File: config.mk
export PLATFORM = sky130hd
export DESIGN_NAME = ar_arbiter
export DESIGN_NICKNAME = d
export VERILOG_FILES = /design/src/axi_rd_pkg.sv /design/src/ar_arbiter.sv
export VERILOG_INCLUDE_DIRS = /design/src /design/src/src
export SDC_FILE = /design/constraint.sdc
export NUM_CORES = 1
export LEC_CHECK = 0
export BUFFER_PORTS_ARGS = -buffer_cell sky130_fd_sc_hd__clkbuf_2
export CAP_MARGIN = 0
export CORE_MARGIN = 2
export CORE_UTILIZATION = 30
export DETAILED_ROUTE_END_ITERATION = 6
export HOLD_SLACK_MARGIN = 0.03
export PLACE_DENSITY = 0.87
export REMOVE_ABC_BUFFERS = 1
export SYNTH_ARGS = -nofsm -noshare
export SYNTH_HDL_FRONTEND = slang
export SYNTH_SLANG_ARGS = --single-unit
export TNS_END_PERCENT = 10
File: constraint.sdc
create_clock -name clk -period 1.6 [get_ports clk]
set_clock_uncertainty 0.1 [all_clocks]
set_input_delay 0.32 -clock clk [delete_from_list [all_inputs] [get_ports clk]]
set_output_delay 0.32 -clock clk [all_outputs]
set_load 0.02 [all_outputs]
File: src/axi_rd_settings.svh
`ifndef AXI_RD_SETTINGS_SVH
`define AXI_RD_SETTINGS_SVH

// byte address of a request or a beat
`define AXI_RD_ADDR_W 32

// one beat, also one memory word
`define AXI_RD_DATA_W 64

// burst length field, holds beats minus one
`define AXI_RD_LEN_W 8

// local memory depth in data words
`define AXI_RD_MEM_WORDS 256

// read response codes
`define AXI_RD_RESP_OKAY 2'd0
`define AXI_RD_RESP_SLVERR 2'd2

`endif
File: src/axi_rd_pkg.sv
`default_nettype none

`include "axi_rd_settings.svh"

package axi_rd_pkg;

	// address request, 42 bits
	typedef struct packed {
		logic [`AXI_RD_ADDR_W-1:0] addr;
		logic [`AXI_RD_LEN_W-1:0]  len;   // beats minus one
		logic [1:0]                size;  // log2 of bytes per beat
	} ar_req_t;

	// one read beat, 99 bits
	typedef struct packed {
		logic [`AXI_RD_DATA_W-1:0] data;
		logic [`AXI_RD_ADDR_W-1:0] addr;  // byte address of this beat
		logic [1:0]                resp;
		logic                      last;
	} r_beat_t;

	// requester that holds the read channel
	typedef enum logic {
		own_fetch = 1'b0,
		own_mem   = 1'b1
	} owner_e;

	// backdoor preload write, one word
	typedef struct packed {
		logic [$clog2(`AXI_RD_MEM_WORDS)-1:0] addr;  // word index
		logic [`AXI_RD_DATA_W-1:0]            data;
	} mem_wr_t;

endpackage

`default_nettype wire

File: src/ar_arbiter.sv
`default_nettype none

module ar_arbiter (
	input  logic                 clk,
	input  logic                 reset,

	input  axi_rd_pkg::ar_req_t  if_ar,
	input  logic                 if_ar_valid,
	output logic                 if_ar_ready,

	input  axi_rd_pkg::ar_req_t  mem_ar,
	input  logic                 mem_ar_valid,
	output logic                 mem_ar_ready,

	output axi_rd_pkg::ar_req_t  slv_ar,
	output logic                 slv_ar_valid,
	input  logic                 slv_ar_ready,

	input  logic                 burst_done,
	output axi_rd_pkg::owner_e   owner
);

	logic               busy;       // a burst is open
	logic               ch_free;    // channel may take a new request this cycle
	logic               sel_valid;
	logic               ar_fire;
	axi_rd_pkg::owner_e sel;
	axi_rd_pkg::owner_e owner_q;

	// load/store has priority over fetch
	always_comb begin
		if (mem_ar_valid) begin
			sel = axi_rd_pkg::own_mem;
		end else begin
			sel = axi_rd_pkg::own_fetch;
		end
	end

	// the last beat frees the channel in the same cycle
	assign ch_free = !busy || burst_done;

	always_comb begin
		case (sel)
			axi_rd_pkg::own_mem: begin
				slv_ar    = mem_ar;
				sel_valid = mem_ar_valid;
			end
			default: begin
				slv_ar    = if_ar;
				sel_valid = if_ar_valid;
			end
		endcase
	end

	assign slv_ar_valid = ch_free && sel_valid;
	assign ar_fire = slv_ar_valid && slv_ar_ready;

	// ready only back to the chosen requester
	always_comb begin
		if_ar_ready  = 1'b0;
		mem_ar_ready = 1'b0;
		if (slv_ar_valid && slv_ar_ready) begin
			if (sel == axi_rd_pkg::own_mem) begin
				mem_ar_ready = 1'b1;
			end else begin
				if_ar_ready = 1'b1;
			end
		end
	end

	always_ff @(posedge clk) begin
		if (reset) begin
			busy    <= 1'b0;
			owner_q <= axi_rd_pkg::own_fetch;
		end else if (ar_fire) begin
			busy    <= 1'b1;
			owner_q <= sel;  // held until the last beat
		end else if (burst_done) begin
			busy <= 1'b0;
		end
	end

	assign owner = owner_q;

endmodule

`default_nettype wire

* After elaboration in Yosys (flattened, before gate mapping)
Cells that the tools add are included.
** Cells by class
- Muxes and demuxes :: 9
- Reduce and logical (&&, ||, !) cells :: 5
** Operators by type and width (number)
- 42-bit 2-to-1 mux :: 1
- 1-bit 2-to-1 mux :: 8
- 1-bit logical AND :: 2
- 2-bit nonzero test :: 1
- 1-bit zero test :: 1
- 1-bit logical OR :: 1
** Storage, ports and cells
- Register bits :: 2
- Output and inout port bits :: 46
- Logic and storage cells :: 16

* Depth between registers and ports, before layout
Gate-level depths: netlist of run 1.
- Depth in word-level cells :: 5
- Depth in mapped cells :: 4

* Least setup slack after synthesis of run 1
Ideal clock, no wire load.
- Path type :: input port to output port
- Start point :: input mem_ar_valid
- End point :: output slv_ar[10] in the netlist's numbering
- Arrival time :: 0.946 ns
- Setup slack :: 0.234 ns
- Stages :: 3
- Cell sequence :: buf_6 -> buf_12 -> mux2_4
** RTL lines
- start, declared :: RTL line ar_arbiter.sv:12 : input logic mem_ar_valid,
- end, declared :: RTL line ar_arbiter.sv:15 : output axi_rd_pkg::ar_req_t slv_ar,

==> impl_metrics.json, run 1 <==
{
  "drc_errors": 0,
  "hold_slack_ns": 0.2044,
  "start_util_pct": 32.04,
  "path_depth": 4,
  "clock.fmax_ghz": 0.6322,
  "syn2layout_area_growth_pct": 87.00,
  "drv_cap": 0,
  "hold_path.class": "in2reg",
  "crit_fanout": 22,
  "critical_path.cell_chain": "clkbuf_4, buf_12, mux2_4, buf_4",
  "dieArea_um2": 3125,
  "holdBufCountCts": 0,
  "multiInputGateArea_um2": 676.9,
  "placed_area_um2": 1478,
  "drive_gt1_share_pct": 94.36,
  "dp_slack_ns": -0.001432,
  "clock-sinks": 2,
  "fin_setup_tns_ns": 0,
  "p_int_mw": 0.4102,
  "fp.dieH_um": 55.91,
  "drv_slew": 0,
  "root_buffer": "clkbuf_4",
  "dp_hpwl_mm": 2.546,
  "h-tree-depth": 1,
  "worstSetupPathType": "in2out",
  "sw_frac_of_total_pct": 39.29,
  "worst_slack_ns": 0.01819,
  "report.final.setup_viol": 0,
  "gp_congestion": 0.8161,
  "clockBufferDepth": 2,
  "pwr-share-clk_pct": 16.1,
  "port_buffers": 135,
  "cp.required_ns": 1.18,
  "first_pass_iters": 4,
  "cts_buffers": 3,
  "p_sw_mw": 0.2655,
  "critPathLaunchType": "primary input",
  "numPlacedInstances": 222,
  "max_slew.worst_pin.slew_ns": 0.1685,
  "layout.nets": 287,
  "fill_cells": 232,
  "cp_slowest_cell": "mux2_4",
  "end_kind": "primary output",
  "combPwrFrac_pct": 75.7,
  "status": "finished clean",
  "antenna_found_initial": 0,
  "cp-startpoint": "mem_ar_valid",
  "final_core_util_pct": 59.92,
  "sequentialPowerShare_pct": 8.3,
  "die_x_um": 55.91,
  "p_leak_nw": 0.9765,
  "cts_tree": "built",
  "rows": 18,
  "register_area_um2": 40.04,
  "rr_startpoint": "busy",
  "rr_worst_depth": 3,
  "insertion_delay_ns": 0.22,
  "grt_start_max_net_pins": 23,
  "grt_pass1_vias": 989,
  "path_buf_inv": 3,
  "min_period_ns": 1.582,
  "avgViaCountPerCell": 4.511,
  "final_common_cell": "clkbuf_2",
  "critPathMaxStageDelay_ns": 0.32,
  "crit_family": "buffers and inverters",
  "p_per_area_nw_per_um2": 447.1,
  "r2r_slack_ns": 0.57,
  "fin_cells": 225,
  "rsz0062_at_grt": "yes",
  "yosysWarnings": 0,
  "syn_area_um2": 808.3,
  "layout_common_cells": "clkbuf_2 (130), mux2_4 (38), mux2_2 (4), clkbuf_4 (4), buf_4 (3)",
  "period_share_pct": 98.86,
  "core_area_um2": 2522,
  "reg2reg_to": "owner",
  "syn_avg_cell_area_um2": 13.70,
  "crit_end": "slv_ar[38]",
  "ys_seq_elements": 2,
  "hold_viol_final": 0,
  "grt_use_total_pct": 16.14,
  "slew_headroom_pct": 88.76,
  "num_antenna_cells": 0,
  "final_area_um2": 1511,
  "io_pins": 136,
  "path_clk_slew_ns": 0.03,
  "vias": 1015,
  "peakVddDrop_mv": 0.5373,
  "finalWirelength_mm": 2.807,
  "arrival_ns": 1.16,
  "syn_inst": 59,
  "post_drt_wl_per_cell_um": 12.48,
  "drt_first_iter_violations": 13,
  "power_mw": 0.6757,
  "grt_pass1_wl_mm": 4.209,
  "ant_nets": 0,
  "seq_area_frac_synth_pct": 4.954,
  "yosysUniqueCellTypes": 15,
  "globalRouteOverflowTotal": 0
}
[worst min path at each step]
stage | startpoint | end | slack, ns | depth (start not counted)
after floorplan | reset | busy | 0.29 | 1
after global placement | busy | busy | 0.38 | 2
after detailed placement | busy | busy | 0.39 | 2
after CTS | reset | busy | 0.20 | 2
after global routing | reset | busy | 0.21 | 2
final | reset | busy | 0.20 | 2
[what timing repair did]
item	CTS	global route
endpoints found under the setup margin	11	5
setup buffers	0	0
resized for setup	1	7
[kinds of logic (layout without fill, tap and decap cells)]
logic type	after synthesis	in the layout	share of synthesized area, %
compound gates	4	4	3.250
buf+inv	6	142	11.76
flops	2	2	4.954
mux	42	42	75.70
simple gates	5	5	4.334
[synth_stat cells]
cell | number | area share [%]
buf_6 | 1 | 1.4
mux2_4 | 37 | 69
dfxtp_1 | 2 | 5.0
buf_12 | 4 | 9.9
o21ai_0 | 1 | 0.62
nor2_1 | 1 | 0.46
and3_1 | 1 | 0.77
a22o_1 | 1 | 1.1
nor2b_1 | 1 | 0.77
nand3_1 | 1 | 0.62
inv_1 | 1 | 0.46
a21oi_1 | 1 | 0.62
mux2_2 | 5 | 7.0
o21a_1 | 1 | 0.93
nand2b_4 | 1 | 1.7
[sequential cells by signal, indices dropped and copies added, names as in the netlist]
| register | count |
|---|---|
| busy | 1 |
| owner | 1 |
[power groups by stage]
stage	sequential, mW	clock [mW]	combinational (mW)
2_1_floorplan	0.0588	0	0.272
3_3_place_gp	0.0565	0	0.498
3_5_place_dp	0.0565	0	0.511
4_1_cts	0.0559	0.114	0.514
5_1_grt	0.0563	0.118	0.542
6_report	0.0558	0.109	0.511
[final cells by class]
| type | instances | area share, % |
|---|---|---|
| tap | 30 | 2.483 |
| inverter | 1 | 0.2483 |
| clock buffer | 3 | 1.490 |
| multi-input combinational | 51 | 44.78 |
| timing repair buffer | 138 | 48.34 |
| sequential | 2 | 2.649 |
[per-layer routing]
layer | track usage (%) | vias up | share of wire [%] | wire (um)
met5 | 0 | - | 0 | 0
met4 | 2.041 | 0 | 0 | 0
met3 | 2.558 | 0 | 9.9 | 278
met2 | 34.86 | 65 | 58 | 1637
met1 | 15.97 | 456 | 32 | 891
li1 | - | 494 | - | -
Note: power is estimated with default switching activity, not from simulation.
==> inputs of run 2 (changes only) <==
CORE_ASPECT_RATIO = 0.9   (was not set)
==> impl_metrics.json, run 2 (synthesis gave the netlist of run 1 again) <==
{
  "period_share_pct": 97.67,
  "status": "finished with violations",
  "grt_use_total_pct": 16.08,
  "critPathLaunchType": "primary input",
  "drv_cap": 0,
  "max_slew.worst_pin.slew_ns": 0.1448,
  "insertion_delay_ns": 0.23,
  "p_leak_nw": 0.9974,
  "avgViaCountPerCell": 4.609,
  "fp.dieH_um": 53.24,
  "io_pins": 136,
  "report.final.setup_viol": 0,
  "layout_common_cells": "clkbuf_2 (134), mux2_4 (37), mux2_2 (5), clkbuf_4 (3)",
  "register_area_um2": 40.04,
  "drv_slew": 0,
  "grt_start_max_net_pins": 21,
  "rows": 17,
  "start_util_pct": 32.20,
  "critical_path.cell_chain": "buf_4, clkbuf_16, mux2_4, clkbuf_2",
  "clockBufferDepth": 2,
  "dp_hpwl_mm": 2.628,
  "hold_path.class": "in2reg",
  "use_met2_pct": 35.58,
  "finalWirelength_mm": 3.048,
  "globalRouteOverflowTotal": 0,
  "port_buffers": 135,
  "worst_slack_ns": 0.03735,
  "clock-sinks": 2,
  "violations": "DRC",
  "multiInputGateArea_um2": 673.1,
  "dieArea_um2": 3126,
  "syn2layout_area_growth_pct": 92.26,
  "drive_gt1_share_pct": 94.42,
  "hold_end": "busy",
  "critPathMaxStageDelay_ns": 0.30,
  "cp_slowest_cell": "mux2_4",
  "min_period_ns": 1.563,
  "h-tree-depth": 1,
  "rr_startpoint": "busy",
  "cts_buffers": 3,
  "clock.fmax_ghz": 0.6399,
  "num_antenna_cells": 0,
  "first_pass_iters": 6,
  "dp_slack_ns": 0.01073,
  "post-cts-setup-buffers": 0,
  "post_drt_wl_per_cell_um": 13.55,
  "placed_area_um2": 1475,
  "p_per_area_nw_per_um2": 447.9,
  "r2r_slack_ns": 0.55,
  "slew_headroom_pct": 90.24,
  "layout.nets": 289,
  "gp_congestion": 0.7146,
  "fin_setup_tns_ns": 0,
  "min-delay-start": "reset",
  "antenna_found_initial": 0,
  "drt_first_iter_violations": 21,
  "rsz0062_at_grt": "no",
  "reg2reg_to": "owner",
  "peakVddDrop_mv": 0.5694,
  "cp.required_ns": 1.18,
  "grt_pass1_vias": 950,
  "root_buffer": "clkbuf_4",
  "worstHoldPathCells": 2,
  "ant_nets": 0,
  "worstSetupPathType": "in2out",
  "final_core_util_pct": 61.91,
  "die_x_um": 58.72,
  "final_common_cell": "clkbuf_2",
  "arrival_ns": 1.14,
  "use_met1_pct": 14.04,
  "hold_viol_final": 0,
  "met3_usage_pct": 2.689,
  "vias": 1037,
  "end_kind": "primary output",
  "crit_fanout": 10,
  "fill_cells": 242,
  "grt_pass1_wl_mm": 3.829,
  "path_clk_slew_ns": 0.03,
  "cts_tree": "built",
  "drc_errors": 9,
  "final_area_um2": 1554,
  "core_area_um2": 2510,
  "top_usage_layer": "met2",
  "rr_worst_depth": 3
}
==> run 2: changes by cell type in the layout (fill, tap and decap cells not counted), sizes merged <==
cell    change
clkbuf      +5
buf         -3
==> run 2: timing repair <==
item	CTS	global route
hold buffers	0	0
endpoints found under the setup margin	0	14
gates resized for setup	0	4
==> run 2: worst max-delay path: cells and delay by family <==
family                 cells  cell delay (ns)
buffers and inverters      3             0.51
muxes                      1             0.30
==> run 2: power breakdown <==
| group | internal (mW) | leakage (nW) | switching, mW | total [mW] |
|---|---|---|---|---|
| registers | 0.0539 | 0.0166 | 0.00207 | 0.0560 |
| logic | 0.282 | 0.967 | 0.243 | 0.525 |
| clock network | 0.0830 | 0.0138 | 0.0321 | 0.115 |
==> run 2: area by class of cell <==
type	count	share of cell area (%)
multi-input cells	51	43.32
inverters	1	0.2415
repair buffers	140	50.16
flip-flops and latches	2	2.576
clock buffers	3	1.449
well taps	28	2.254
==> run 2: routing by layer <==
metal / wire, um / vias to the layer above / share of wire [%]
li1: - / 499 / -
met1: 905 / 470 / 30
met2: 1779 / 66 / 58
met3: 346 / 2 / 11
met4: 17 / 0 / 0.56
met5: 0 / - / 0
==> run 2: how the worst max path moves through the flow <==
stage,startpoint,endpoint
3_5_place_dp,mem_ar_valid,slv_ar[2]
3_3_place_gp,mem_ar_valid,slv_ar[7]
2_1_floorplan,burst_done,if_ar_ready
5_1_grt,mem_ar_valid,slv_ar[38]
6_report,mem_ar_valid,slv_ar[11]
4_1_cts,mem_ar_valid,slv_ar[2]
==> run 2: metrics by stage <==
step                hold slack, ns  instances  total power [mW]
floorplan                   0.2891         54            0.3305
global placement            0.3865        220            0.5565
detailed placement          0.3896        220            0.5684
CTS                         0.1639        223            0.6905
global route                0.1993        225            0.7352
finish                      0.1703        225            0.6961
==> inputs of run 3 (changes only) <==
CORE_UTILIZATION = 25   (was 30)
PLACE_DENSITY = 0.77   (was 0.87)
clock period = 1.3 ns   (was 1.6 ns; I/O delays follow)
==> impl_metrics.json, run 3 (synthesis gave the netlist of run 1 again) <==
{
  "status": "finished with violations",
  "violations": "setup timing",
  "cts_tree": "built",
  "critPathLaunchType": "primary input",
  "max_slew.worst_pin.slew_ns": 0.1345,
  "syn2layout_area_growth_pct": 139.5,
  "cts_buffers": 3,
  "final_area_um2": 1936,
  "met2_wirelength_mm": 1.798,
  "slew_headroom_pct": 90.94,
  "fill_cells": 278,
  "period_share_pct": 107.5,
  "vias": 1062,
  "crit_fanout": 8,
  "highest_layer": "met4",
  "dieArea_um2": 3704,
  "peakVddDrop_mv": 0.3964,
  "rows": 19,
  "fin_cells": 243,
  "avgViaCountPerCell": 4.370,
  "worstHoldPathCells": 2,
  "sw_frac_of_total_pct": 35.62,
  "cp.required_ns": 0.94,
  "rsz0062_at_grt": "yes",
  "drc_errors": 0,
  "hold_path.class": "in2reg",
  "antenna_found_initial": 0,
  "io_pins": 136,
  "holdBufCountCts": 0,
  "placed_area_um2": 1493,
  "drv_slew": 0,
  "layout.nets": 293,
  "ant_nets": 0,
  "insertion_delay_ns": 0.22,
  "clock-sinks": 2,
  "path_clk_slew_ns": 0.03,
  "root_buffer": "clkbuf_4",
  "start_util_pct": 26.36,
  "worstSetupPathType": "in2out",
  "drt_first_iter_violations": 9,
  "fin_setup_tns_ns": -3.384,
  "post-cts-setup-buffers": 0,
  "first_pass_iters": 4,
  "final_common_cell": "clkbuf_2",
  "pwr-share-clk_pct": 13.2,
  "report.final.setup_viol": 44,
  "grt_pass1_wl_mm": 3.843,
  "dp_hpwl_mm": 2.184,
  "post_drt_wl_per_cell_um": 13.47,
  "drive_gt1_share_pct": 94.53,
  "min_period_ns": 1.398,
  "numPlacedInstances": 234,
  "p_int_mw": 0.6613,
  "grt_start_max_net_pins": 13,
  "globalRouteOverflowTotal": 0,
  "clockBufferDepth": 2,
  "rr_worst_depth": 4,
  "hold_viol_final": 0,
  "num_antenna_cells": 0,
  "h-tree-depth": 1,
  "rr_startpoint": "busy",
  "reg2reg_to": "owner",
  "worst_slack_ns": -0.09792,
  "port_buffers": 135,
  "end_kind": "primary output",
  "arrival_ns": 1.04,
  "grt_use_total_pct": 12.81,
  "p_leak_nw": 1.144,
  "layout_common_cells": "clkbuf_2 (99), mux2_4 (42), buf_6 (29), clkbuf_16 (4), buf_8 (4)",
  "r2r_slack_ns": 0.15,
  "gp_congestion": 0.6397,
  "cp-startpoint": "mem_ar_valid",
  "dp_slack_ns": -0.1776,
  "grt_pass1_vias": 872,
  "finalWirelength_mm": 3.272,
  "drv_cap": 0,
  "core_area_um2": 3067,
  "p_per_area_nw_per_um2": 530.7,
  "die_x_um": 63.94,
  "hold_end": "busy",
  "p_sw_mw": 0.3658,
  "sequentialPowerShare_pct": 6.7,
  "combPwrFrac_pct": 80.0,
  "fp.dieH_um": 57.94,
  "met1Wirelength_mm": 1.058,
  "routed-wl-met3_um": 393,
  "clock.fmax_ghz": 0.7153,
  "min-delay-start": "reset"
}
==> run 3: cell types whose count changed in the layout (fill, tap and decap cells not counted), sizes merged <==
cell | previous run | this run
clkbuf | 139 | 106
buf | 4 | 41
==> run 3: power groups by stage <==
stage	clock network, mW	registers, mW	logic, mW
2_1_floorplan	0	0.0724	0.334
3_3_place_gp	0	0.0697	0.609
3_5_place_dp	0	0.0700	0.618
4_1_cts	0.143	0.0692	0.682
5_1_grt	0.149	0.0693	0.861
6_report	0.136	0.0690	0.822
==> run 3: metrics by stage <==
stage	hold WS (ns)	utilization (%)	total power, mW
floorplan	0.2291	-	0.4068
global placement	0.3548	48.67	0.6788
detailed placement	0.3554	48.67	0.6883
CTS	0.1189	54.35	0.8950
global route	0.1382	63.12	1.080
finish	0.1272	63.12	1.027
==> run 3: repair_timing <==
item	CTS	global route
cloned	3	3
setup endpoints to repair	44	44
gates resized for setup	18	95
==> run 3: worst max path at each step <==
stage,endpoint,depth (start not counted)
6_report,slv_ar[21],4
5_1_grt,slv_ar[38],4
4_1_cts,slv_ar[9],4
3_5_place_dp,slv_ar[2],4
3_3_place_gp,slv_ar[1],4
2_1_floorplan,if_ar_ready,3
==> run 3: area by class of cell <==
class | instances | area [um^2] | share of cell area (%)
timing repair buffer | 144 | 1125 | 58.11
multi-input combinational | 51 | 691.9 | 35.75
sequential | 2 | 40.04 | 2.069
clock buffer | 3 | 22.52 | 1.164
tap | 42 | 52.55 | 2.715
inverter | 1 | 3.754 | 0.1939
==> run 3: per-layer routing <==
| layer | GRT usage, % | up-vias |
|---|---|---|
| li1 | - | 509 |
| met1 | 13.34 | 475 |
| met2 | 24.55 | 76 |
| met3 | 4.660 | 2 |
| met4 | 2.795 | 0 |
| met5 | 0 | - |
==> run 3: worst max-delay path: stages <==
cell       delay, ns
clkbuf_16       0.17
clkbuf_16       0.17
mux2_4          0.30
buf_6           0.13
