File: config.mk
export PLATFORM = sky130hd
export DESIGN_NAME = r_router
export DESIGN_NICKNAME = d
export VERILOG_FILES = /design/src/axi_rd_pkg.sv /design/src/r_router.sv
export VERILOG_INCLUDE_DIRS = /design/src /design/src/src
export SDC_FILE = /design/constraint.sdc
export NUM_CORES = 1
export LEC_CHECK = 0
export BUFFER_PORTS_ARGS = -buffer_cell sky130_fd_sc_hd__buf_2
export CELL_PAD_IN_SITES_DETAIL_PLACEMENT = 2
export CELL_PAD_IN_SITES_GLOBAL_PLACEMENT = 2
export CORE_MARGIN = 3
export CORE_UTILIZATION = 10
export DETAILED_ROUTE_END_ITERATION = 10
export MAX_ROUTING_LAYER = met4
export PLACE_DENSITY = 0.95
export SYNTH_ARGS = -nofsm -noshare
export SYNTH_HDL_FRONTEND = slang
export SYNTH_SLANG_ARGS = --single-unit
File: constraint.sdc
create_clock -name vclk -period 1.2
set_clock_uncertainty 0.1 [all_clocks]
set_input_delay 0.12 -clock vclk [all_inputs]
set_output_delay 0.12 -clock vclk [all_outputs]
set_load 0.03 [all_outputs]
File: src/axi_rd_settings.svh
`ifndef AXI_RD_SETTINGS_SVH
`define AXI_RD_SETTINGS_SVH

// byte address of a request or a beat
`define AXI_RD_ADDR_W 32

// one beat, also one memory word
`define AXI_RD_DATA_W 64

// burst length field, holds beats minus one
`define AXI_RD_LEN_W 8

// local memory depth in data words
`define AXI_RD_MEM_WORDS 256

// read response codes
`define AXI_RD_RESP_OKAY 2'd0
`define AXI_RD_RESP_SLVERR 2'd2

`endif
File: src/axi_rd_pkg.sv
`default_nettype none

`include "axi_rd_settings.svh"

package axi_rd_pkg;

	// address request, 42 bits
	typedef struct packed {
		logic [`AXI_RD_ADDR_W-1:0] addr;
		logic [`AXI_RD_LEN_W-1:0]  len;   // beats minus one
		logic [1:0]                size;  // log2 of bytes per beat
	} ar_req_t;

	// one read beat, 99 bits
	typedef struct packed {
		logic [`AXI_RD_DATA_W-1:0] data;
		logic [`AXI_RD_ADDR_W-1:0] addr;  // byte address of this beat
		logic [1:0]                resp;
		logic                      last;
	} r_beat_t;

	// requester that holds the read channel
	typedef enum logic {
		own_fetch = 1'b0,
		own_mem   = 1'b1
	} owner_e;

	// backdoor preload write, one word
	typedef struct packed {
		logic [$clog2(`AXI_RD_MEM_WORDS)-1:0] addr;  // word index
		logic [`AXI_RD_DATA_W-1:0]            data;
	} mem_wr_t;

endpackage

`default_nettype wire

File: src/r_router.sv
`default_nettype none

module r_router (
	input  axi_rd_pkg::owner_e   owner,

	input  axi_rd_pkg::r_beat_t  r,
	input  logic                 r_valid,
	output logic                 r_ready,

	output axi_rd_pkg::r_beat_t  if_r,
	output logic                 if_r_valid,
	input  logic                 if_r_ready,

	output axi_rd_pkg::r_beat_t  mem_r,
	output logic                 mem_r_valid,
	input  logic                 mem_r_ready,

	output logic                 burst_done
);

	// beats go to the owner only, the other side sees zeros
	always_comb begin
		if (owner == axi_rd_pkg::own_mem) begin
			mem_r       = r;
			mem_r_valid = r_valid;
			if_r        = '0;
			if_r_valid  = 1'b0;
			r_ready     = mem_r_ready;
		end else begin
			if_r        = r;
			if_r_valid  = r_valid;
			mem_r       = '0;
			mem_r_valid = 1'b0;
			r_ready     = if_r_ready;
		end
	end

	// last beat handshake releases the arbiter
	assign burst_done = r_valid && r_ready && r.last;

endmodule

`default_nettype wire

Yosys cells after proc, flatten, opt, wreduce, memory -nomap -nowiden:

Index checks and enable logic that the tools add are counted.

* register bits: 0
* bits of input ports: 103
* output and inout bits: 202
* logic and storage cells: 7

* mux-type cells: 5
* reductions and logical operators: 2

Operators by type and width (number)
* two-way mux 99 bit: 2
* two-way mux 1 bit: 3
* logical AND 1 bit: 2

Logic depth before layout (Yosys ltp):

Gate-level depths: netlist of the first run.

* word-level depth: 3
* mapped depth: 3
* mapped depth without buffers: 2

Worst setup path after synthesis of the first run:

No wires, ideal clock.

* kind: in2out
* start point: input port owner
* end point: output port if_r[0] in the netlist's numbering
* arrival time: 0.870 ns
* required time: 0.980 ns
* slack: 0.110 ns
* stages on the path: 3
* buffers on the path: 2
* path through: buf_2 buf_2 nor2b_1

RTL lines
* start: declaration: line r_router.sv:4 `input axi_rd_pkg::owner_e owner,`
* end: declaration: line r_router.sv:10 `output axi_rd_pkg::r_beat_t if_r,`

Worst setup path in the final report of the first run:

* start point: input port owner
* end point: output port burst_done

* longest elaborated chain between the ends: 3

RTL lines
* two-way mux 1 bit: line r_router.sv:23 `if (owner == axi_rd_pkg::own_mem) begin`
* logical AND 1 bit (2 in series): line r_router.sv:39 `assign burst_done = r_valid && r_ready && r.last;`
* end: declaration: line r_router.sv:18 `output logic burst_done`

Every way passes these cells.

==> results of run 1 <==
-- worst min-delay path, stage by stage --
cell and delay (ps):
sky130_fd_sc_hd__buf_12 120, sky130_fd_sc_hd__nor2b_1 50, sky130_fd_sc_hd__buf_2 170
-- logic make-up (layout without fill, tap and decap cells) --
group	after synthesis	count (layout)	share of synthesized area, %
and+or+nand+nor	201	201	91.2
muxes	1	1	0.817
buffers and inverters	22	328	7.99
-- metal layers --
metal  part of all wire [%]  vias up
li1                       -     1271
met1                     35     1160
met2                     54      175
met3                     10        4
met4                   0.82        0
met5                      0        -
-- power by group --
group          switching, mW  internal, mW
logic                   1.15         0.626
registers                  0             0
clock network              0             0
-- synth_stat cells --
cell type	n
sky130_fd_sc_hd__and2_1	100
sky130_fd_sc_hd__nor2b_1	100
sky130_fd_sc_hd__buf_2	12
sky130_fd_sc_hd__clkbuf_2	10
sky130_fd_sc_hd__and3_1	1
sky130_fd_sc_hd__mux2_2	1
-- final cells by class --
type                       count  area [µm²]
tap                          176         220
multi-input combinational    202        1270
timing repair buffer         328        1830
fill                        1682       10000
-- stage by stage --
step	power (mW)	instances	setup slack (ps)	setup TNS (ps)	hold WS, ps
final	1.78	706	40.5	0	485
after global routing	1.90	706	0.442	0	505
after CTS	1.80	706	1.78	0	518
after detailed placement	1.76	704	-51.9	-269	516
after global placement	1.71	704	6.91	0	507
after floorplan	1.08	224	110	0	347
-- timing repair --
action | CTS | global route
endpoints found under the hold margin | 0 | 0
gates cloned | 2 | 0
gates resized for setup | 7 | 5
setup endpoints to repair | 25 | 9
-- path summary, 6_finish.rpt --
check,from,end,slack (ps),cells past startpoint
worst min-delay path,owner,if_r[34],480,3
worst max-delay path,owner,burst_done,40,4
==> impl_table.tex, run 1 <==
\begin{tabular}{lr}
\hline
Metric & Value \\
\hline
\multicolumn{2}{l}{\textbf{Global routing}} \\
\quad Wire length of the first global-routing pass & approximately 15 mm \\
\quad Met3 track utilization from global routing & 2.70\% \\
\quad Total global routing track utilization & about 12\% \\
\quad Met1 demand-to-capacity share in global routing & 12.8\% \\
\quad Pin count of the biggest net entering global routing & 21 \\
\quad Antenna violations before repair & 0 \\
\quad Grt ovf & 0 \\
\quad Via count of the first global-routing pass & 2,766 \\
\quad Gr busiest metal & met2 \\
\quad Routing usage on met2 & 24.7\% \\
\multicolumn{2}{l}{\textbf{Finish}} \\
\quad Ratio of cells with drive above 1 in the final layout & 62.3\% \\
\quad Most frequent cells in the layout & sky130\_fd\_sc\_hd\_\_buf\_2, sky130\_fd\_sc\_hd\_\_and2\_1, sky130\_fd\_sc\_hd\_\_nor2b\_1 \\
\quad \# clk buffers & 0 \\
\quad Post-layout util & between 20\% and 30\% \\
\quad Most common library cell in the layout ignoring fill and taps & sky130\_fd\_sc\_hd\_\_buf\_2 \\
\quad Total non-filler cell area in the finished layout & $\sim$3300 µm² \\
\quad Sequential Area & 0 µm² \\
\quad Layout overhead on the synthesized area & 141\% \\
\quad Net count of the finished layout & 635 \\
\quad Diode insertion count for antenna repair & 0 \\
\quad Final sequential cell count & 0 \\
\multicolumn{2}{l}{\textbf{Critical path}} \\
\quad Critical path type & in -> out \\
\quad Arrival time of the worst setup path & around 940 ps \\
\quad Max stage delay on crit path & 350 ps \\
\quad Cell with the biggest individual delay on the critical path & sky130\_fd\_sc\_hd\_\_mux2\_2 \\
\quad Setup crit end kind & output port \\
\quad Family of cells with the greatest summed delay on the critical path & multiplexers \\
\quad Critical path cell sequence & buf\_12 -> mux2\_2 -> and3\_1 -> clkbuf\_4 \\
\quad Bufs and invs on worst path & 2 \\
\quad Critical Path Source Type & input pin \\
\quad Worst-path fanout max & 8 \\
\quad Req. time, crit path & 980 ps \\
\multicolumn{2}{l}{\textbf{Yosys}} \\
\quad Sequential-to-total area share from yosys stat & 0\% \\
\quad Synth top area share & 45.4\% \\
\quad Post-synthesis instance area & 1380 µm² \\
\quad Ranking of synthesized cells by area & sky130\_fd\_sc\_hd\_\_and2\_1, sky130\_fd\_sc\_hd\_\_nor2b\_1, sky130\_fd\_sc\_hd\_\_buf\_2 \\
\quad Syn\_area\_per\_cell & just over 6 µm² \\
\quad Yosys warns & 0 \\
\quad Net count after synthesis & 327 \\
\quad Count of unique library cells instantiated by Yosys & 6 \\
\quad Count of mapped cells out of synthesis & 224 \\
\quad Yosys top cell by area & sky130\_fd\_sc\_hd\_\_and2\_1 \\
\multicolumn{2}{l}{\textbf{Place}} \\
\quad Global placer's final weighted congestion & a little over 0.7 \\
\quad Port buffer count & between 300 and 400 \\
\quad Detailed-placement wirelength estimate & roughly 9.5 mm \\
\quad Placement-stage cell area & 3230 µm² \\
\multicolumn{2}{l}{\textbf{Floorplan}} \\
\quad Core region area & 13,300 µm² \\
\quad Standard-cell rows & 42 \\
\quad Height of the die & 123 µm \\
\quad I/O pins & between 300 and 400 \\
\quad Die Width & about 120 µm \\
\quad Starting Density & between 10\% and 20\% \\
\quad Die Outline Area & roughly 15,000 µm² \\
\multicolumn{2}{l}{\textbf{Drt}} \\
\quad First drt pass iteration count & 4 \\
\quad WL final & 10.7 mm \\
\quad DRC errors left & 0 \\
\quad Drt initial violations & 27 \\
\quad Post-DR wirelength/cell & 15.1 µm \\
\quad Post-route ant nets & 0 \\
\quad Vias after detailed routing & $\sim$2.6k \\
\quad Via-per-instance ratio & between 3 and 4 \\
\multicolumn{2}{l}{\textbf{STA}} \\
\quad Final count of pins violating max slew & 0 \\
\quad Final hold viol count & 0 \\
\quad Max Clock Freq & approximately 860 MHz \\
\quad Final worst-path cycle share & 96.6\% \\
\quad Final setup vio count & 0 \\
\quad Unrepaired setup endpoints after global routing & false \\
\quad Post-layout minimum cycle time & around 1200 ps \\
\quad Slew at the pin with the worst max-slew slack & 207 ps \\
\quad Slew HR & 86.2\% \\
\multicolumn{2}{l}{\textbf{Clock network}} \\
\quad Post CTS Setup Buffer Count & 0 \\
\quad Hold buffers post-CTS & 0 \\
\multicolumn{2}{l}{\textbf{Outcome}} \\
\quad Outcome & finished, final reports clean \\
\multicolumn{2}{l}{\textbf{Pwr}} \\
\quad Leak & 2.03 nW \\
\quad Power per Cell Area & 536 nW/µm² \\
\quad Worst VDD drop & 0.170 mV \\
\multicolumn{2}{l}{\textbf{Run}} \\
\quad Count of maximum capacitance violations & 0 \\
\multicolumn{2}{l}{\textbf{Hold path}} \\
\quad Class of the most critical hold timing path & in -> out \\
\hline
\end{tabular}
(Power assumes the default switching activity.)
==> inputs of run 2 (changes only) <==
--- a/config.mk
+++ b/config.mk
@@ -13,7 +13,7 @@
 export CORE_UTILIZATION = 10
 export DETAILED_ROUTE_END_ITERATION = 10
 export MAX_ROUTING_LAYER = met4
-export PLACE_DENSITY = 0.95
+export PLACE_DENSITY_LB_ADDON = 0.1
 export SYNTH_ARGS = -nofsm -noshare
 export SYNTH_HDL_FRONTEND = slang
 export SYNTH_SLANG_ARGS = --single-unit
==> impl_table.tex, run 2 (synthesis gave the netlist of run 1 again) <==
\begin{tabular}{lr}
\hline
Metric & Value \\
\hline
\multicolumn{2}{l}{\textbf{Outcome}} \\
\quad Outcome & finished, final reports clean \\
\multicolumn{2}{l}{\textbf{Critical path}} \\
\quad Critical path cell sequence & buf\_4 -> mux2\_2 -> and3\_1 -> buf\_2 \\
\quad Cell with the biggest individual delay on the critical path & sky130\_fd\_sc\_hd\_\_mux2\_2 \\
\quad Req. time, crit path & 980 ps (about the same) \\
\quad Worst-path fanout max & 4 (-4) \\
\quad Setup crit end kind & output port \\
\quad Arrival time of the worst setup path & 960 ps (+20 ps) \\
\quad Critical path type & in -> out \\
\quad Critical Path Source Type & input pin \\
\quad Max stage delay on crit path & 350 ps (about the same) \\
\multicolumn{2}{l}{\textbf{Global routing}} \\
\quad Total global routing track utilization & 11.4\% (-0.93 points) \\
\quad Antenna violations before repair & 0 (unchanged) \\
\quad Pin count of the biggest net entering global routing & 87 (+310\%) \\
\quad Grt ovf & 0 (unchanged) \\
\quad Wire length of the first global-routing pass & 13.6 mm (-7.1\%) \\
\quad Via count of the first global-routing pass & 2,523 (-8.8\%) \\
\multicolumn{2}{l}{\textbf{STA}} \\
\quad Final worst-path cycle share & 98.6\% (+2.0 points) \\
\quad Final setup vio count & 0 (unchanged) \\
\quad Final count of pins violating max slew & 0 (unchanged) \\
\quad Post-layout minimum cycle time & 1180 ps (+23.8 ps) \\
\quad Max Clock Freq & 845 MHz (-2.0\%) \\
\quad Worst hold slack after final layout & 511 ps (+25.9 ps) \\
\quad Final hold viol count & 0 (unchanged) \\
\quad Slew at the pin with the worst max-slew slack & 306 ps (+99.0 ps) \\
\quad Slew HR & 79.6\% (-6.6 points) \\
\quad Unrepaired setup endpoints after global routing & true \\
\multicolumn{2}{l}{\textbf{Floorplan}} \\
\quad Die Width & 123 µm (unchanged) \\
\quad Core region area & 13,300 µm² (unchanged) \\
\quad Height of the die & 123 µm (unchanged) \\
\quad Starting Density & 10.3\% (unchanged) \\
\quad Standard-cell rows & 42 (unchanged) \\
\quad Die Outline Area & 15,200 µm² (unchanged) \\
\quad I/O pins & 305 (unchanged) \\
\multicolumn{2}{l}{\textbf{Finish}} \\
\quad Sequential Area & 0 µm² (unchanged) \\
\quad \# clk buffers & 0 (unchanged) \\
\quad Diode insertion count for antenna repair & 0 (unchanged) \\
\quad Layout overhead on the synthesized area & 122\% \\
\quad Ratio of cells with drive above 1 in the final layout & 60.6\% (-1.7 points) \\
\quad Most frequent cells in the layout & sky130\_fd\_sc\_hd\_\_buf\_2, sky130\_fd\_sc\_hd\_\_nor2b\_1, sky130\_fd\_sc\_hd\_\_and2\_1 \\
\quad Final sequential cell count & 0 (unchanged) \\
\quad Net count of the finished layout & 615 (-3.1\%) \\
\quad Most common library cell in the layout ignoring fill and taps & sky130\_fd\_sc\_hd\_\_buf\_2 \\
\multicolumn{2}{l}{\textbf{Hold path}} \\
\quad Class of the most critical hold timing path & in -> out \\
\multicolumn{2}{l}{\textbf{Drt}} \\
\quad First drt pass iteration count & 4 (unchanged) \\
\quad Drt initial violations & 61 (+130\%) \\
\quad Post-DR wirelength/cell & 14.4 µm (-4.8\%) \\
\quad Post-route ant nets & 0 (unchanged) \\
\quad WL final & 9.87 mm (-7.5\%) \\
\quad Vias after detailed routing & 2,548 (-2.4\%) \\
\quad Via-per-instance ratio & 3.71 (+0.47\%) \\
\quad DRC errors left & 0 (unchanged) \\
\multicolumn{2}{l}{\textbf{Place}} \\
\quad Port buffer count & 305 (unchanged) \\
\quad Detailed-placement wirelength estimate & 8.75 mm (-7.5\%) \\
\quad Global placer's final weighted congestion & 0.721 (+2.0\%) \\
\multicolumn{2}{l}{\textbf{Pwr}} \\
\quad Total power draw & 1.66 mW (-6.6\%) \\
\quad Worst VDD drop & 0.121 mV (-29\%) \\
\quad Power per Cell Area & 543 nW/µm² (+1.3\%) \\
\quad Leak & 1.89 nW (-7.0\%) \\
\multicolumn{2}{l}{\textbf{Run}} \\
\quad Count of maximum capacitance violations & 0 (unchanged) \\
\multicolumn{2}{l}{\textbf{Clock network}} \\
\quad Hold buffers post-CTS & 0 (unchanged) \\
\hline
\end{tabular}
-- run 2: final cells by class --
class                           instances  area [µm²]
Fill cell                            1710       10300
Timing Repair Buffer                  308        1580
Multi-Input combinational cell        202        1270
Tap cell                              176         220
-- run 2: power breakdown --
part | internal (mW) | switching, mW
sequential | 0 | 0
combinational | 0.541 | 1.12
clock | 0 | 0
-- run 2: stage by stage --
step           instances  util (%)  TNS [ps]  cell area [µm²]  worst slack, ps
2_1_floorplan        224         -         0             1380              110
3_3_place_gp         686      23.0         0             3070             18.4
3_5_place_dp         686      23.0         0             3070             17.4
4_1_cts              686      23.0         0             3070             13.7
5_1_grt              686      23.0     -1550             3070            -46.3
6_report             686      23.0         0             3070             16.8
-- run 2: repair_timing --
action,4_1_cts,5_1_grt
resized for setup,0,0
endpoints found under the hold margin,0,0
setup endpoints to repair,0,75
setup buffers,0,0
-- run 2: final timing paths --
path | from | end | slack, ps | cells after the start
max | owner | burst_done | 20 | 4
min | r[42] | mem_r[42] | 510 | 3
-- run 2: metal layers --
layer,GRT usage (%),up-vias,wire (µm)
met2,24.3,155,5550
li1,-,1229,-
met1,10.8,1164,3200
met3,2.70,0,1130
met4,0,0,0
met5,-,-,0
-- run 2: worst max-delay path: cells and delay by family --
kind          cells  cell delay (ps)
buf+inv           2              320
simple gates      1              170
mux               1              350
==> inputs of run 3 (changes only) <==
--- a/config.mk
+++ b/config.mk
@@ -9,11 +9,13 @@
 export BUFFER_PORTS_ARGS = -buffer_cell sky130_fd_sc_hd__buf_2
 export CELL_PAD_IN_SITES_DETAIL_PLACEMENT = 2
 export CELL_PAD_IN_SITES_GLOBAL_PLACEMENT = 2
+export CORE_ASPECT_RATIO = 1.2
 export CORE_MARGIN = 3
 export CORE_UTILIZATION = 10
 export DETAILED_ROUTE_END_ITERATION = 10
 export MAX_ROUTING_LAYER = met4
 export PLACE_DENSITY_LB_ADDON = 0.1
+export SLEW_MARGIN = 20
 export SYNTH_ARGS = -nofsm -noshare
 export SYNTH_HDL_FRONTEND = slang
 export SYNTH_SLANG_ARGS = --single-unit
==> constraint.sdc (replaced) <==
create_clock -name vclk -period 1.2
set_clock_uncertainty 0.1 [all_clocks]
set_input_delay 0.24 -clock vclk [all_inputs]
set_output_delay 0.24 -clock vclk [all_outputs]
set_load 0.03 [all_outputs]
==> impl_table.tex, run 3 (synthesis gave the netlist of run 1 again) <==
\begin{tabular}{lr}
\hline
Metric & Value \\
\hline
\multicolumn{2}{l}{\textbf{Finish}} \\
\quad Combined area of the multi-input logic cells & 1870 µm² (+48\%) \\
\quad Layout overhead on the synthesized area & 293\% \\
\quad Net count of the finished layout & 643 (+4.6\%) \\
\quad Ratio of cells with drive above 1 in the final layout & 84.8\% (+24 points) \\
\quad Most frequent cells in the layout & sky130\_fd\_sc\_hd\_\_buf\_6, sky130\_fd\_sc\_hd\_\_buf\_2, sky130\_fd\_sc\_hd\_\_nor2b\_4 \\
\quad Number of fill cells in the layout & 1,444 (-16\%) \\
\quad \# clk buffers & 0 (unchanged) \\
\quad Final sequential cell count & 0 (unchanged) \\
\quad Post-layout util & 40.6\% (+18 points) \\
\quad Total non-filler cell area in the finished layout & 5420 µm² (+77\%) \\
\quad Sequential Area & 0 µm² (unchanged) \\
\quad Diode insertion count for antenna repair & 0 (unchanged) \\
\quad Most common library cell in the layout ignoring fill and taps & sky130\_fd\_sc\_hd\_\_buf\_6 \\
\multicolumn{2}{l}{\textbf{Drt}} \\
\quad Via-per-instance ratio & 3.94 (+6.1\%) \\
\quad Post-DR wirelength/cell & 18.4 µm (+28\%) \\
\quad Drt initial violations & 40 (-34\%) \\
\quad Post-route ant nets & 0 (unchanged) \\
\quad Vias after detailed routing & 2,783 (+9.2\%) \\
\quad WL final & 13.0 mm (+31\%) \\
\quad DRC errors left & 0 (unchanged) \\
\quad First drt pass iteration count & 2 (-2) \\
\multicolumn{2}{l}{\textbf{STA}} \\
\quad Final hold viol count & 0 (unchanged) \\
\quad Post-layout minimum cycle time & 1350 ps (+168 ps) \\
\quad Max Clock Freq & 740 MHz (-12\%) \\
\quad Final setup slack of the worst path & -151 ps (-168 ps) \\
\quad Worst hold slack after final layout & 716 ps (+205 ps) \\
\quad Final count of pins violating max slew & 0 (unchanged) \\
\quad Final worst-path cycle share & 113\% (+14 points) \\
\quad Unrepaired setup endpoints after global routing & true \\
\quad Slew HR & 89.4\% (+9.8 points) \\
\quad Final setup vio count & 174 (+174) \\
\quad Slew at the pin with the worst max-slew slack & 159 ps (-147 ps) \\
\multicolumn{2}{l}{\textbf{Global routing}} \\
\quad Routing usage on met2 & 29.0\% (+4.7 points) \\
\quad Wire length of the first global-routing pass & 16.9 mm (+24\%) \\
\quad Grt ovf & 0 (unchanged) \\
\quad Met1 demand-to-capacity share in global routing & 14.4\% (+3.6 points) \\
\quad Met3 track utilization from global routing & 2.96\% (+0.26 points) \\
\quad Pin count of the biggest net entering global routing & 43 (-51\%) \\
\quad Antenna violations before repair & 0 (unchanged) \\
\quad Gr busiest metal & met2 \\
\quad Via count of the first global-routing pass & 3,044 (+21\%) \\
\quad Total global routing track utilization & 14.3\% (+2.8 points) \\
\multicolumn{2}{l}{\textbf{Floorplan}} \\
\quad Height of the die & 135 µm (+9.1\%) \\
\quad I/O pins & 305 (unchanged) \\
\quad Core region area & 13,400 µm² (about the same) \\
\quad Standard-cell rows & 46 (+9.5\%) \\
\quad Die Outline Area & 15,200 µm² (about the same) \\
\quad Starting Density & 10.3\% (about the same) \\
\quad Die Width & 113 µm (-8.3\%) \\
\multicolumn{2}{l}{\textbf{Pwr}} \\
\quad Worst VDD drop & 0.172 mV (+42\%) \\
\quad Switching power share of the total & 51.3\% (-16 points) \\
\quad Total power draw & 2.67 mW (+60\%) \\
\quad Leak & 2.83 nW (+50\%) \\
\quad Internal & 1.30 mW (+140\%) \\
\quad Net load switching power & 1.37 mW (+22\%) \\
\quad Clock power frac & 0\% (unchanged) \\
\quad Fraction of power consumed by sequential logic & 0\% (unchanged) \\
\quad Power per Cell Area & 493 nW/µm² (-9.2\%) \\
\quad Power share of the combinational group & 100.0\% (about the same) \\
\multicolumn{2}{l}{\textbf{Place}} \\
\quad Worst slack, placed & -247 ps (-264 ps) \\
\quad Global placer's final weighted congestion & 0.704 (-2.3\%) \\
\quad Port buffer count & 305 (unchanged) \\
\quad Placement-stage cell area & 3180 µm² (+3.6\%) \\
\quad Detailed-placement wirelength estimate & 8.94 mm (+2.1\%) \\
\multicolumn{2}{l}{\textbf{Clock network}} \\
\quad Hold buffers post-CTS & 0 (unchanged) \\
\multicolumn{2}{l}{\textbf{Run}} \\
\quad Count of maximum capacitance violations & 0 (unchanged) \\
\multicolumn{2}{l}{\textbf{Hold path}} \\
\quad Cell depth of the worst min-delay path & 3 (unchanged) \\
\quad Class of the most critical hold timing path & in -> out \\
\multicolumn{2}{l}{\textbf{Critical path}} \\
\quad Req. time, crit path & 860 ps (-120 ps) \\
\quad Critical Path Source Type & input pin \\
\quad Critical path type & in -> out \\
\quad Worst-path fanout max & 10 (+6) \\
\quad Arrival time of the worst setup path & 1010 ps (+50 ps) \\
\quad Setup crit end kind & output port \\
\multicolumn{2}{l}{\textbf{Outcome}} \\
\quad Failing checks & negative setup slack \\
\quad Outcome & finished, violations left \\
\hline
\end{tabular}
run 3: worst paths after layout:
check  start   endpoint  slack, ps
min    r[49]  mem_r[49]        720
max    owner   if_r[14]       -150
run 3: per-stage QoR:
stage	setup TNS, ps	instances
after global placement	-26590	688
after floorplan	-13050	224
after global routing	-15100	706
final	-10560	706
after CTS	-15130	697
after detailed placement	-30450	688
run 3: per-layer routing:
layer	up-vias	share of wire (%)
li1	1298	-
met1	1305	34
met2	172	57
met3	8	8.0
met4	0	1.1
met5	-	0
run 3: power groups by stage:
stage                     sequential, mW  clock (mW)  combinational [mW]
after floorplan                        0           0                1.09
after global placement                 0           0                1.72
after detailed placement               0           0                1.74
after CTS                              0           0                2.27
after global routing                   0           0                2.79
final                                  0           0                2.67
run 3: area by class of cell:
| type | instances | area share (%) |
|---|---|---|
| multi-input cells | 202 | 34.6 |
| well taps | 168 | 3.88 |
| repair buffers | 336 | 61.5 |
run 3: worst max-delay path, cell delays in order:
cell	delay, ps
sky130_fd_sc_hd__buf_16	130
sky130_fd_sc_hd__buf_12	150
sky130_fd_sc_hd__buf_16	160
sky130_fd_sc_hd__nor2b_1	140
sky130_fd_sc_hd__buf_4	190
run 3: what timing repair did:
item	CTS	global route
setup endpoints to repair	195	202
gates cloned	7	9
gates resized for setup	338	232
endpoints found under the hold margin	0	0
buffers inserted	2	0
pin swaps	1	1
